File: src/ahb_mux_pkg.sv
/*
  Shared definitions for the three-to-one AHB master multiplexer
  - AHB field types for address, data, size and protection
  - Transfer type enum and one-hot port select type
  - Master index type and the fixed constants of the design
*/
package ahb_mux_pkg;

  // ----------------------------------------------------------
  // Port counts and fixed indices
  // ----------------------------------------------------------
  localparam int NUM_PORTS      = 3;
  localparam int HIGH_PRIO_PORT = 2;

  // ----------------------------------------------------------
  // AHB field types
  // ----------------------------------------------------------
  typedef logic [31:0] haddr_t;
  typedef logic [31:0] hdata_t;
  typedef logic [2:0]  hsize_t;
  typedef logic [3:0]  hprot_t;

  // Transfer type encoding as defined by AHB
  typedef enum logic [1:0] {
    TRANS_IDLE   = 2'b00,
    TRANS_BUSY   = 2'b01,
    TRANS_NONSEQ = 2'b10,
    TRANS_SEQ    = 2'b11
  } htrans_e;

  // One-hot select, bit n is master port n
  typedef logic [NUM_PORTS-1:0] port_sel_t;

  // Master index shown on HMASTERM
  typedef logic [1:0] hmaster_t;

  // Index shown when no port owns the address phase
  localparam hmaster_t HMASTER_NONE = 2'd3;

  // Response value for a port that is not in its data phase
  localparam logic HRESP_OKAY = 1'b0;

endpackage
File: src/ahb_addr_if.sv
/*
  Address-phase request of one master port
  - Driven by the input stage, either live or from the hold buffer
  - Read by the bus multiplexer
*/
`timescale 1ns/1ns

interface ahb_addr_if
  import ahb_mux_pkg::*;
();

  logic    sel;
  haddr_t  addr;
  htrans_e trans;
  logic    write;
  hsize_t  size;
  hprot_t  prot;
  logic    lock;
  logic    ready;

  modport stage (
    output sel, addr, trans, write, size, prot, lock, ready
  );

  modport mux (
    input  sel, addr, trans, write, size, prot, lock, ready
  );

endinterface

File: src/ahb_master_mux.sv
/*
  Three-to-one AHB master multiplexer, top level
  - Three master ports with input stages and hold buffers
  - Arbiter with port 2 priority and round robin on ports 0 and 1
  - One shared AHB slave port through the bus multiplexer
*/
`timescale 1ns/1ns

module ahb_master_mux
  import ahb_mux_pkg::*;
(
  input  logic     HCLK,
  input  logic     HRESETn,

  // Master port 0
  input  logic     HSELS0,
  input  haddr_t   HADDRS0,
  input  htrans_e  HTRANSS0,
  input  hsize_t   HSIZES0,
  input  logic     HWRITES0,
  input  logic     HREADYS0,
  input  hprot_t   HPROTS0,
  input  logic     HMASTLOCKS0,
  input  hdata_t   HWDATAS0,
  output logic     HREADYOUTS0,
  output logic     HRESPS0,
  output hdata_t   HRDATAS0,

  // Master port 1
  input  logic     HSELS1,
  input  haddr_t   HADDRS1,
  input  htrans_e  HTRANSS1,
  input  hsize_t   HSIZES1,
  input  logic     HWRITES1,
  input  logic     HREADYS1,
  input  hprot_t   HPROTS1,
  input  logic     HMASTLOCKS1,
  input  hdata_t   HWDATAS1,
  output logic     HREADYOUTS1,
  output logic     HRESPS1,
  output hdata_t   HRDATAS1,

  // Master port 2, high priority
  input  logic     HSELS2,
  input  haddr_t   HADDRS2,
  input  htrans_e  HTRANSS2,
  input  hsize_t   HSIZES2,
  input  logic     HWRITES2,
  input  logic     HREADYS2,
  input  hprot_t   HPROTS2,
  input  logic     HMASTLOCKS2,
  input  hdata_t   HWDATAS2,
  output logic     HREADYOUTS2,
  output logic     HRESPS2,
  output hdata_t   HRDATAS2,

  // Shared slave port
  output logic     HSELM,
  output haddr_t   HADDRM,
  output htrans_e  HTRANSM,
  output hsize_t   HSIZEM,
  output logic     HWRITEM,
  output logic     HREADYM,
  output hprot_t   HPROTM,
  output logic     HMASTLOCKM,
  output hdata_t   HWDATAM,
  input  logic     HREADYOUTM,
  input  logic     HRESPM,
  input  hdata_t   HRDATAM,
  output hmaster_t HMASTERM
);

  port_sel_t req;
  port_sel_t sel_addr;
  port_sel_t sel_data;

  ahb_addr_if addr_if0_i ();
  ahb_addr_if addr_if1_i ();
  ahb_addr_if addr_if2_i ();

  ahb_input_stage input_stage0_i (
    .HCLK, .HRESETn,
    .hsel(HSELS0), .haddr(HADDRS0), .htrans(HTRANSS0), .hsize(HSIZES0),
    .hwrite(HWRITES0), .hready(HREADYS0), .hprot(HPROTS0), .hmastlock(HMASTLOCKS0),
    .granted(sel_addr[0]), .data_owner(sel_data[0]),
    .hreadyout_m(HREADYOUTM), .hresp_m(HRESPM),
    .req(req[0]), .hreadyout(HREADYOUTS0), .hresp(HRESPS0),
    .addr_bus(addr_if0_i.stage)
  );

  ahb_input_stage input_stage1_i (
    .HCLK, .HRESETn,
    .hsel(HSELS1), .haddr(HADDRS1), .htrans(HTRANSS1), .hsize(HSIZES1),
    .hwrite(HWRITES1), .hready(HREADYS1), .hprot(HPROTS1), .hmastlock(HMASTLOCKS1),
    .granted(sel_addr[1]), .data_owner(sel_data[1]),
    .hreadyout_m(HREADYOUTM), .hresp_m(HRESPM),
    .req(req[1]), .hreadyout(HREADYOUTS1), .hresp(HRESPS1),
    .addr_bus(addr_if1_i.stage)
  );

  ahb_input_stage input_stage2_i (
    .HCLK, .HRESETn,
    .hsel(HSELS2), .haddr(HADDRS2), .htrans(HTRANSS2), .hsize(HSIZES2),
    .hwrite(HWRITES2), .hready(HREADYS2), .hprot(HPROTS2), .hmastlock(HMASTLOCKS2),
    .granted(sel_addr[2]), .data_owner(sel_data[2]),
    .hreadyout_m(HREADYOUTM), .hresp_m(HRESPM),
    .req(req[2]), .hreadyout(HREADYOUTS2), .hresp(HRESPS2),
    .addr_bus(addr_if2_i.stage)
  );

  // Active transfer is HSELM with the top bit of HTRANSM
  ahb_arbiter arbiter_i (
    .HCLK, .HRESETn,
    .req(req), .hready_mux(HREADYM),
    .trans_active(HSELM & HTRANSM[1]), .lock(HMASTLOCKM),
    .sel_addr(sel_addr), .sel_data(sel_data)
  );

  ahb_bus_mux bus_mux_i (
    .HCLK, .HRESETn,
    .port0(addr_if0_i.mux), .port1(addr_if1_i.mux), .port2(addr_if2_i.mux),
    .hwdata0(HWDATAS0), .hwdata1(HWDATAS1), .hwdata2(HWDATAS2),
    .sel_addr(sel_addr), .sel_data(sel_data), .hreadyout_m(HREADYOUTM),
    .hsel_m(HSELM), .haddr_m(HADDRM), .htrans_m(HTRANSM), .hsize_m(HSIZEM),
    .hwrite_m(HWRITEM), .hready_m(HREADYM), .hprot_m(HPROTM), .hlock_m(HMASTLOCKM),
    .hwdata_m(HWDATAM), .hmaster_m(HMASTERM)
  );

  // Read data goes to every master, only the owner samples it
  assign HRDATAS0 = HRDATAM;
  assign HRDATAS1 = HRDATAM;
  assign HRDATAS2 = HRDATAM;

endmodule

File: src/ahb_bus_mux.sv
/*
  Bus multiplexer towards the shared AHB slave port
  - Address-phase fields by address select, write data by data select
  - HREADY generation and SEQ suppression after a switch or idle
  - Master index encoding
*/
`timescale 1ns/1ns

module ahb_bus_mux
  import ahb_mux_pkg::*;
(
  input  logic      HCLK,
  input  logic      HRESETn,
  ahb_addr_if.mux   port0,
  ahb_addr_if.mux   port1,
  ahb_addr_if.mux   port2,
  input  hdata_t    hwdata0,
  input  hdata_t    hwdata1,
  input  hdata_t    hwdata2,
  input  port_sel_t sel_addr,
  input  port_sel_t sel_data,
  input  logic      hreadyout_m,
  output logic      hsel_m,
  output haddr_t    haddr_m,
  output htrans_e   htrans_m,
  output hsize_t    hsize_m,
  output logic      hwrite_m,
  output logic      hready_m,
  output hprot_t    hprot_m,
  output logic      hlock_m,
  output hdata_t    hwdata_m,
  output hmaster_t  hmaster_m
);

  logic [1:0] trans_sel;
  logic       ready_sel;
  logic       active_q;
  logic       idle_q;
  logic       suppress_seq;

  // ----------------------------------------------------------
  // Address phase as AND-OR over the one-hot select
  // ----------------------------------------------------------
  assign hsel_m    = (sel_addr[0] & port0.sel) |
                     (sel_addr[1] & port1.sel) |
                     (sel_addr[2] & port2.sel);
  assign haddr_m   = ({32{sel_addr[0]}} & port0.addr) |
                     ({32{sel_addr[1]}} & port1.addr) |
                     ({32{sel_addr[2]}} & port2.addr);
  assign trans_sel = ({2{sel_addr[0]}} & port0.trans) |
                     ({2{sel_addr[1]}} & port1.trans) |
                     ({2{sel_addr[2]}} & port2.trans);
  assign hwrite_m  = (sel_addr[0] & port0.write) |
                     (sel_addr[1] & port1.write) |
                     (sel_addr[2] & port2.write);
  assign hsize_m   = ({3{sel_addr[0]}} & port0.size) |
                     ({3{sel_addr[1]}} & port1.size) |
                     ({3{sel_addr[2]}} & port2.size);
  assign hprot_m   = ({4{sel_addr[0]}} & port0.prot) |
                     ({4{sel_addr[1]}} & port1.prot) |
                     ({4{sel_addr[2]}} & port2.prot);
  assign hlock_m   = (sel_addr[0] & port0.lock) |
                     (sel_addr[1] & port1.lock) |
                     (sel_addr[2] & port2.lock);
  assign ready_sel = (sel_addr[0] & port0.ready) |
                     (sel_addr[1] & port1.ready) |
                     (sel_addr[2] & port2.ready);

  // Slave ready during a live data phase, else the owning master's view
  assign hready_m = active_q ? hreadyout_m : (ready_sel | (sel_addr == '0));

  // Data phase in progress on the slave side
  always_ff @(posedge HCLK or negedge HRESETn)
  begin
    if (!HRESETn)
      active_q <= 1'b0;
    else if (hready_m)
      active_q <= hsel_m & trans_sel[1];
  end

  // ----------------------------------------------------------
  // SEQ suppression
  // ----------------------------------------------------------

  // Set after IDLE on the bus, cleared at the next accepted address phase
  always_ff @(posedge HCLK or negedge HRESETn)
  begin
    if (!HRESETn)
      idle_q <= 1'b0;
    else
      idle_q <= (htrans_m == TRANS_IDLE) | (idle_q & ~hready_m);
  end

  assign suppress_seq = (sel_addr != sel_data) | idle_q;

  always_comb
  begin
    htrans_m = htrans_e'(trans_sel);
    if (suppress_seq && (htrans_m == TRANS_SEQ))
      htrans_m = TRANS_NONSEQ;
  end

  // Write data follows the owner of the data phase
  assign hwdata_m = ({32{sel_data[0]}} & hwdata0) |
                    ({32{sel_data[1]}} & hwdata1) |
                    ({32{sel_data[2]}} & hwdata2);

  always_comb
  begin
    case (sel_addr)
      3'b001:  hmaster_m = 2'd0;
      3'b010:  hmaster_m = 2'd1;
      3'b100:  hmaster_m = 2'd2;
      default: hmaster_m = HMASTER_NONE;
    endcase
  end

endmodule

File: src/ahb_arbiter.sv
/*
  Arbiter for three AHB master ports
  - Port 2 fixed high priority, ports 0 and 1 round robin
  - Grant held for a stalled announced transfer or a locked data phase
  - Data-phase select register
*/
`timescale 1ns/1ns

module ahb_arbiter
  import ahb_mux_pkg::*;
(
  input  logic      HCLK,
  input  logic      HRESETn,
  input  port_sel_t req,
  input  logic      hready_mux,
  input  logic      trans_active,
  input  logic      lock,
  output port_sel_t sel_addr,
  output port_sel_t sel_data
);

  port_sel_t grant;
  port_sel_t last_grant_q;
  port_sel_t sel_data_q;
  logic      stalled_q;
  logic      locked_q;
  logic      rr_q;
  logic      rr_nxt;

  // ----------------------------------------------------------
  // Hold conditions
  // ----------------------------------------------------------

  // Transfer on the bus last cycle that the slave side did not take
  always_ff @(posedge HCLK or negedge HRESETn)
  begin
    if (!HRESETn)
    begin
      stalled_q    <= 1'b0;
      last_grant_q <= '0;
    end
    else
    begin
      stalled_q    <= trans_active & ~hready_mux;
      last_grant_q <= grant;
    end
  end

  // Locked transfer moving into its data phase
  always_ff @(posedge HCLK or negedge HRESETn)
  begin
    if (!HRESETn)
      locked_q <= 1'b0;
    else if (hready_mux)
      locked_q <= trans_active & lock;
  end

  // ----------------------------------------------------------
  // Round robin between ports 0 and 1
  // ----------------------------------------------------------

  // Set by a port 1 grant, cleared by a port 0 grant, kept on port 2
  assign rr_nxt = grant[1] | (rr_q & ~grant[0]);

  always_ff @(posedge HCLK or negedge HRESETn)
  begin
    if (!HRESETn)
      rr_q <= 1'b0;
    else if (hready_mux)
      rr_q <= rr_nxt;
  end

  // ----------------------------------------------------------
  // Grant selection
  // ----------------------------------------------------------
  always_comb
  begin
    grant = '0;
    if (stalled_q | locked_q)
      grant = last_grant_q;
    else if (req[HIGH_PRIO_PORT])
      grant[HIGH_PRIO_PORT] = 1'b1;
    else if (req[0] & req[1])
    begin
      // Port 1 went last, so port 0 goes now
      grant[0] = rr_q;
      grant[1] = ~rr_q;
    end
    else
      grant = req;
  end

  // Owner of the data phase follows the accepted address phase
  always_ff @(posedge HCLK or negedge HRESETn)
  begin
    if (!HRESETn)
      sel_data_q <= '0;
    else if (hready_mux)
      sel_data_q <= grant;
  end

  assign sel_addr = grant;
  assign sel_data = sel_data_q;

endmodule

File: src/ahb_input_stage.sv
/*
  Input stage for one AHB master port
  - Hold buffer for an address phase that cannot be passed on at once
  - Bus request towards the arbiter
  - Ready and response return to the master
*/
`timescale 1ns/1ns

module ahb_input_stage
  import ahb_mux_pkg::*;
(
  input  logic    HCLK,
  input  logic    HRESETn,
  input  logic    hsel,
  input  haddr_t  haddr,
  input  htrans_e htrans,
  input  hsize_t  hsize,
  input  logic    hwrite,
  input  logic    hready,
  input  hprot_t  hprot,
  input  logic    hmastlock,
  input  logic    granted,
  input  logic    data_owner,
  input  logic    hreadyout_m,
  input  logic    hresp_m,
  output logic    req,
  output logic    hreadyout,
  output logic    hresp,
  ahb_addr_if.stage addr_bus
);

  logic    trans_valid;
  logic    taken;
  logic    input_hold;
  logic    hold_q;
  haddr_t  addr_q;
  htrans_e trans_q;
  logic    write_q;
  hsize_t  size_q;
  hprot_t  prot_q;
  logic    lock_q;

  // New transfer from the master this cycle
  assign trans_valid = hsel & htrans[1] & hready;

  // Slave side accepts this port's address phase at the coming edge
  assign taken = granted & hreadyout_m;

  assign input_hold = trans_valid & ~taken;

  // Hold flag stays up until the buffered request goes out
  always_ff @(posedge HCLK or negedge HRESETn)
  begin
    if (!HRESETn)
      hold_q <= 1'b0;
    else
      hold_q <= input_hold | (hold_q & ~taken);
  end

  // Hold buffer
  always_ff @(posedge HCLK)
  begin
    if (input_hold)
    begin
      addr_q  <= haddr;
      trans_q <= htrans;
      write_q <= hwrite;
      size_q  <= hsize;
      prot_q  <= hprot;
      lock_q  <= hmastlock;
    end
  end

  // ----------------------------------------------------------
  // Request towards the bus multiplexer
  // ----------------------------------------------------------
  assign addr_bus.sel   = hold_q | hsel;
  assign addr_bus.addr  = hold_q ? addr_q  : haddr;
  assign addr_bus.trans = hold_q ? trans_q : htrans;
  assign addr_bus.write = hold_q ? write_q : hwrite;
  assign addr_bus.size  = hold_q ? size_q  : hsize;
  assign addr_bus.prot  = hold_q ? prot_q  : hprot;
  assign addr_bus.lock  = hold_q ? lock_q  : hmastlock;
  // A buffered request is always presented as ready
  assign addr_bus.ready = hold_q | hready;

  assign req = hold_q | trans_valid;

  // Wait state while buffering, slave response while owning the data phase
  assign hreadyout = ~hold_q & (data_owner ? hreadyout_m : 1'b1);
  assign hresp     = data_owner ? hresp_m : HRESP_OKAY;

endmodule

File: config.mk
export PLATFORM = sky130hd
export DESIGN_NAME = ahb_master_mux
export DESIGN_NICKNAME = d
export VERILOG_FILES = /design/src/ahb_mux_pkg.sv /design/src/ahb_addr_if.sv /design/src/ahb_master_mux.sv /design/src/ahb_bus_mux.sv /design/src/ahb_arbiter.sv /design/src/ahb_input_stage.sv
export SDC_FILE = /design/constraint.sdc
export NUM_CORES = 1
export LEC_CHECK = 0
export BUFFER_PORTS_ARGS = -buffer_cell sky130_fd_sc_hd__buf_2
export CAP_MARGIN = 20
export CORE_AREA = 2 2 173 175
export CTS_CLUSTER_SIZE = 40
export DETAILED_ROUTE_END_ITERATION = 8
export DIE_AREA = 0 0 175 177
export PLACE_DENSITY = 0.53
export SKIP_LAST_GASP = 1
export SLEW_MARGIN = 20
export SYNTH_ARGS = -nofsm -noshare
export SYNTH_HDL_FRONTEND = slang
export SYNTH_SLANG_ARGS = --single-unit
export TNS_END_PERCENT = 5
File: constraint.sdc
create_clock -name HCLK -period 11.03 [get_ports HCLK]
set_clock_uncertainty 0.15 [all_clocks]
set_input_delay 1.103 -clock HCLK [delete_from_list [all_inputs] [get_ports HCLK]]
set_output_delay 1.103 -clock HCLK [all_outputs]
set_load 0.01 [all_outputs]
==> impl_metrics.toml <==
[cts]
cts_hold_buf = 0
cts.path.max_buffers = 2
clk_pin_slew_ns = 0.06
numCtsBuffers = 17
clock-root-buffer = "clkbuf_16"
cts_sinks = 143
htreeDepth = 4
cts_tree = "yes"
postCtsSetupBuffers = 0
cts-resized-gates = 0
worst_skew_pair.late_latency_ns = 0.42

[synthesis]
synth_flop_cell = "edfxtp_1"
synth_fp_nets = 923
ys_types = 46
ys_seq_area_share_pct = 52.2
synth_edf_count = 129
netlist.area_leader.share_pct = 47.9
syn_area_um2 = 8090
yosysTopAreaCell = "edfxtp_1"
yosys_warnings = 0
syn_inst = 656
synthTopCellsByArea = "edfxtp_1, mux2i_1, buf_4"
yosys_register_bits = 143
syn_area_per_cell_um2 = 12.3
synthArstFlopShare_pct = 9.79

[routing]
viasPerCell = 4.94
drtAntennaViolNets = 0
drtIter0Drc = 813
drt_first_pass_iters = 9
vias = 6303
drc_errors = 0
wirelength_um = 28300
wl_per_cell_um = 22.2

[floorplan]
io_pins = 448
fp.coreArea_um2 = 29200
die_y_um = 177
die_x_um = 175
die-area_um2 = 31000
start_util_pct = 27.6
row_count = 63

[worst_setup_path]
startpoint = "input_stage2_i.hold_q"
cp.required_ns = 9.78
crit_path_start_kind = "flop"
slowest_delay_ns = 0.92
crit_buf_inv = 3
arrival_ns = 3.86
r2r_start = "input_stage2_i.hold_q"
crit_type = "flop to output pin"
critPathTopFamily = "compound AO/OA/AOI/OAI gates"
crit_chain = "buf_4, a31oi_2, o2111ai_2, and2_2, inv_2, a222oi_1, a21oi_1, buf_2"
cp.depth = 8
reg2regPathDepth = 7
cp-end-kind = "output pin"
regToRegEndpoint = "input_stage1_i.addr_q[16]"
path_max_fanout = 45
r2r_slack_ns = 7.14
cp_slowest_cell = "and2_2"

[min_path]
holdPathStages = 1
hold_path.startpoint = "bus_mux_i.idle_q"
hold_path_class = "flop to flop"
min_to = "bus_mux_i.idle_q"

[pwr]
p_comb_share_pct = 51.7
p_sw_share_pct = 42.5
intPower_uw = 1520
p_leak_uw = 0.00427
p_seq_share_pct = 25.5
ir_drop_mv = 0.151
p_sw_uw = 1120
clock_power_share_pct = 22.9
power.density_nw_per_um2 = 263

[layout]
multiInputGateArea_um2 = 2850
register_area_um2 = 4230
layout_common_cells = "buf_2, edfxtp_1, mux2i_1, nand2_1, mux2_2"
layout-drive-gt1-share_pct = 48.7
fill_cells = 2956
synthToLayoutAreaGrowth_pct = 23.9
layout.nets = 1133
final_util_pct = 34.3
final_common_cell = "buf_2"

[grt]
first_global_vias = 6037
grtUsageTotal_pct = 17.5
grt_start_max_net_pins = 49
antenna_found_initial = 12
overflow = 0
grt_pass1_wl_um = 39800

[status]
outcome = "completed"

[timing]
setup_viol_count_final = 0
rsz0062_at_grt = "no"
layout_min_cycle_time_ns = 5.11
finalHoldViolCount = 0
max_clock_freq_ghz = 0.196
holdWs_ns = 0.362
worst_pin_slew_ns = 1.10
maxSlewHeadroom_pct = 26.5
min_period_over_period_pct = 46.4
setup_tns_ns = 0
slew_viol_final = 0

[job]
cap_viol_max_count = 0

[placed_design]
place_congestion = 0.825
io_buffers = 319
place_hpwl_um = 20900
==> power groups by stage <==
stage               Combinational [uW]  Sequential, uW  Clock, uW
floorplan                          868             671          0
global placement                  1380             683          0
detailed placement                1380             683          0
CTS                               1390             672        617
global route                      1470             677        638
finish                            1360             672        604
==> synthesized netlist by cell type, types with 2 or more instances <==
library cell	number
o21bai_1	3
a31o_4	2
buf_2	3
inv_2	4
a21oi_1	14
o2111ai_1	2
nor2_1	12
a31oi_2	2
o21ai_0	8
o221ai_1	42
nand3_1	8
edfxtp_1	129
and2_1	4
dfrtp_1	14
a222oi_1	33
nor3_1	2
o211ai_1	2
mux2i_1	83
nand2_1	48
mux2_2	46
buf_4	97
inv_1	38
clkbuf_1	30
buf_1	7
o31ai_1	2
==> routing by layer <==
metal  vias to the layer above  share of wire (%)  global-route usage [%]
li1                       2868                  -                       -
met3                        77                9.4                    5.95
met4                        10                2.2                    5.90
met5                         -               0.24                       0
met2                       284                 44                    25.1
met1                      3064                 44                    24.4
==> worst reg2reg max path, cell delays in order, from the launching register on <==
cell,delay (ns)
dfrtp_2,0.66
buf_4,0.46
a31oi_2,0.17
o2111ai_2,0.15
and2_2,0.92
inv_2,0.21
a21oi_4,0.20
buf_4,0.58
==> through the flow <==
| step | std cells | setup slack [ns] | cell area, um2 | power (uW) |
|---|---|---|---|---|
| floorplan | 656 | 6.48 | 8090 | 1540 |
| CTS | 1269 | 5.81 | 10000 | 2680 |
| global placement | 1237 | 6.11 | 9390 | 2070 |
| global route | 1271 | 5.63 | 10000 | 2780 |
| finish | 1277 | 5.92 | 10000 | 2640 |
| detailed placement | 1237 | 6.08 | 9390 | 2060 |
==> area by class of cell <==
type                            instances  share of cell area (%)
Clock buffer                           18                    4.28
Multi-Input combinational cell        333                    28.4
Timing Repair Buffer                  329                    16.7
Inverter                               42                    1.57
Clock inverter                         14                    1.77
Sequential cell                       143                    42.2
Tap cell                              390                    4.87
Antenna cell                            8                   0.200
==> worst max path at each step <==
stage	endpoint	slack, ns
3_5_place_dp	HTRANSM[0]	6.08
2_1_floorplan	input_stage0_i.addr_q[0]	6.48
5_1_grt	HTRANSM[0]	5.63
6_report	HTRANSM[0]	5.92
4_1_cts	HTRANSM[0]	5.81
3_3_place_gp	HTRANSM[0]	6.11
==> kinds of logic after synthesis <==
group | count (synthesis) | synth area share (%)
flops | 143 | 52.2
mux | 129 | 16.7
compound gates | 124 | 13.9
simple gates | 79 | 4.10
xor+xnor | 1 | 0.108
buf+inv | 180 | 13.0
==> sequential cells by signal, indices dropped and copies added, names as in the netlist, 2 cells and up <==
register	count
input_stage2_i.trans_q	2
input_stage1_i.size_q	3
input_stage2_i.size_q	3
input_stage1_i.prot_q	4
input_stage1_i.trans_q	2
arbiter_i.sel_data	3
input_stage2_i.prot_q	4
input_stage0_i.size_q	3
arbiter_i.last_grant_q	3
input_stage0_i.trans_q	2
input_stage2_i.addr_q	32
input_stage0_i.addr_q	32
input_stage0_i.prot_q	4
input_stage1_i.addr_q	32
(Power assumes the default switching activity.)
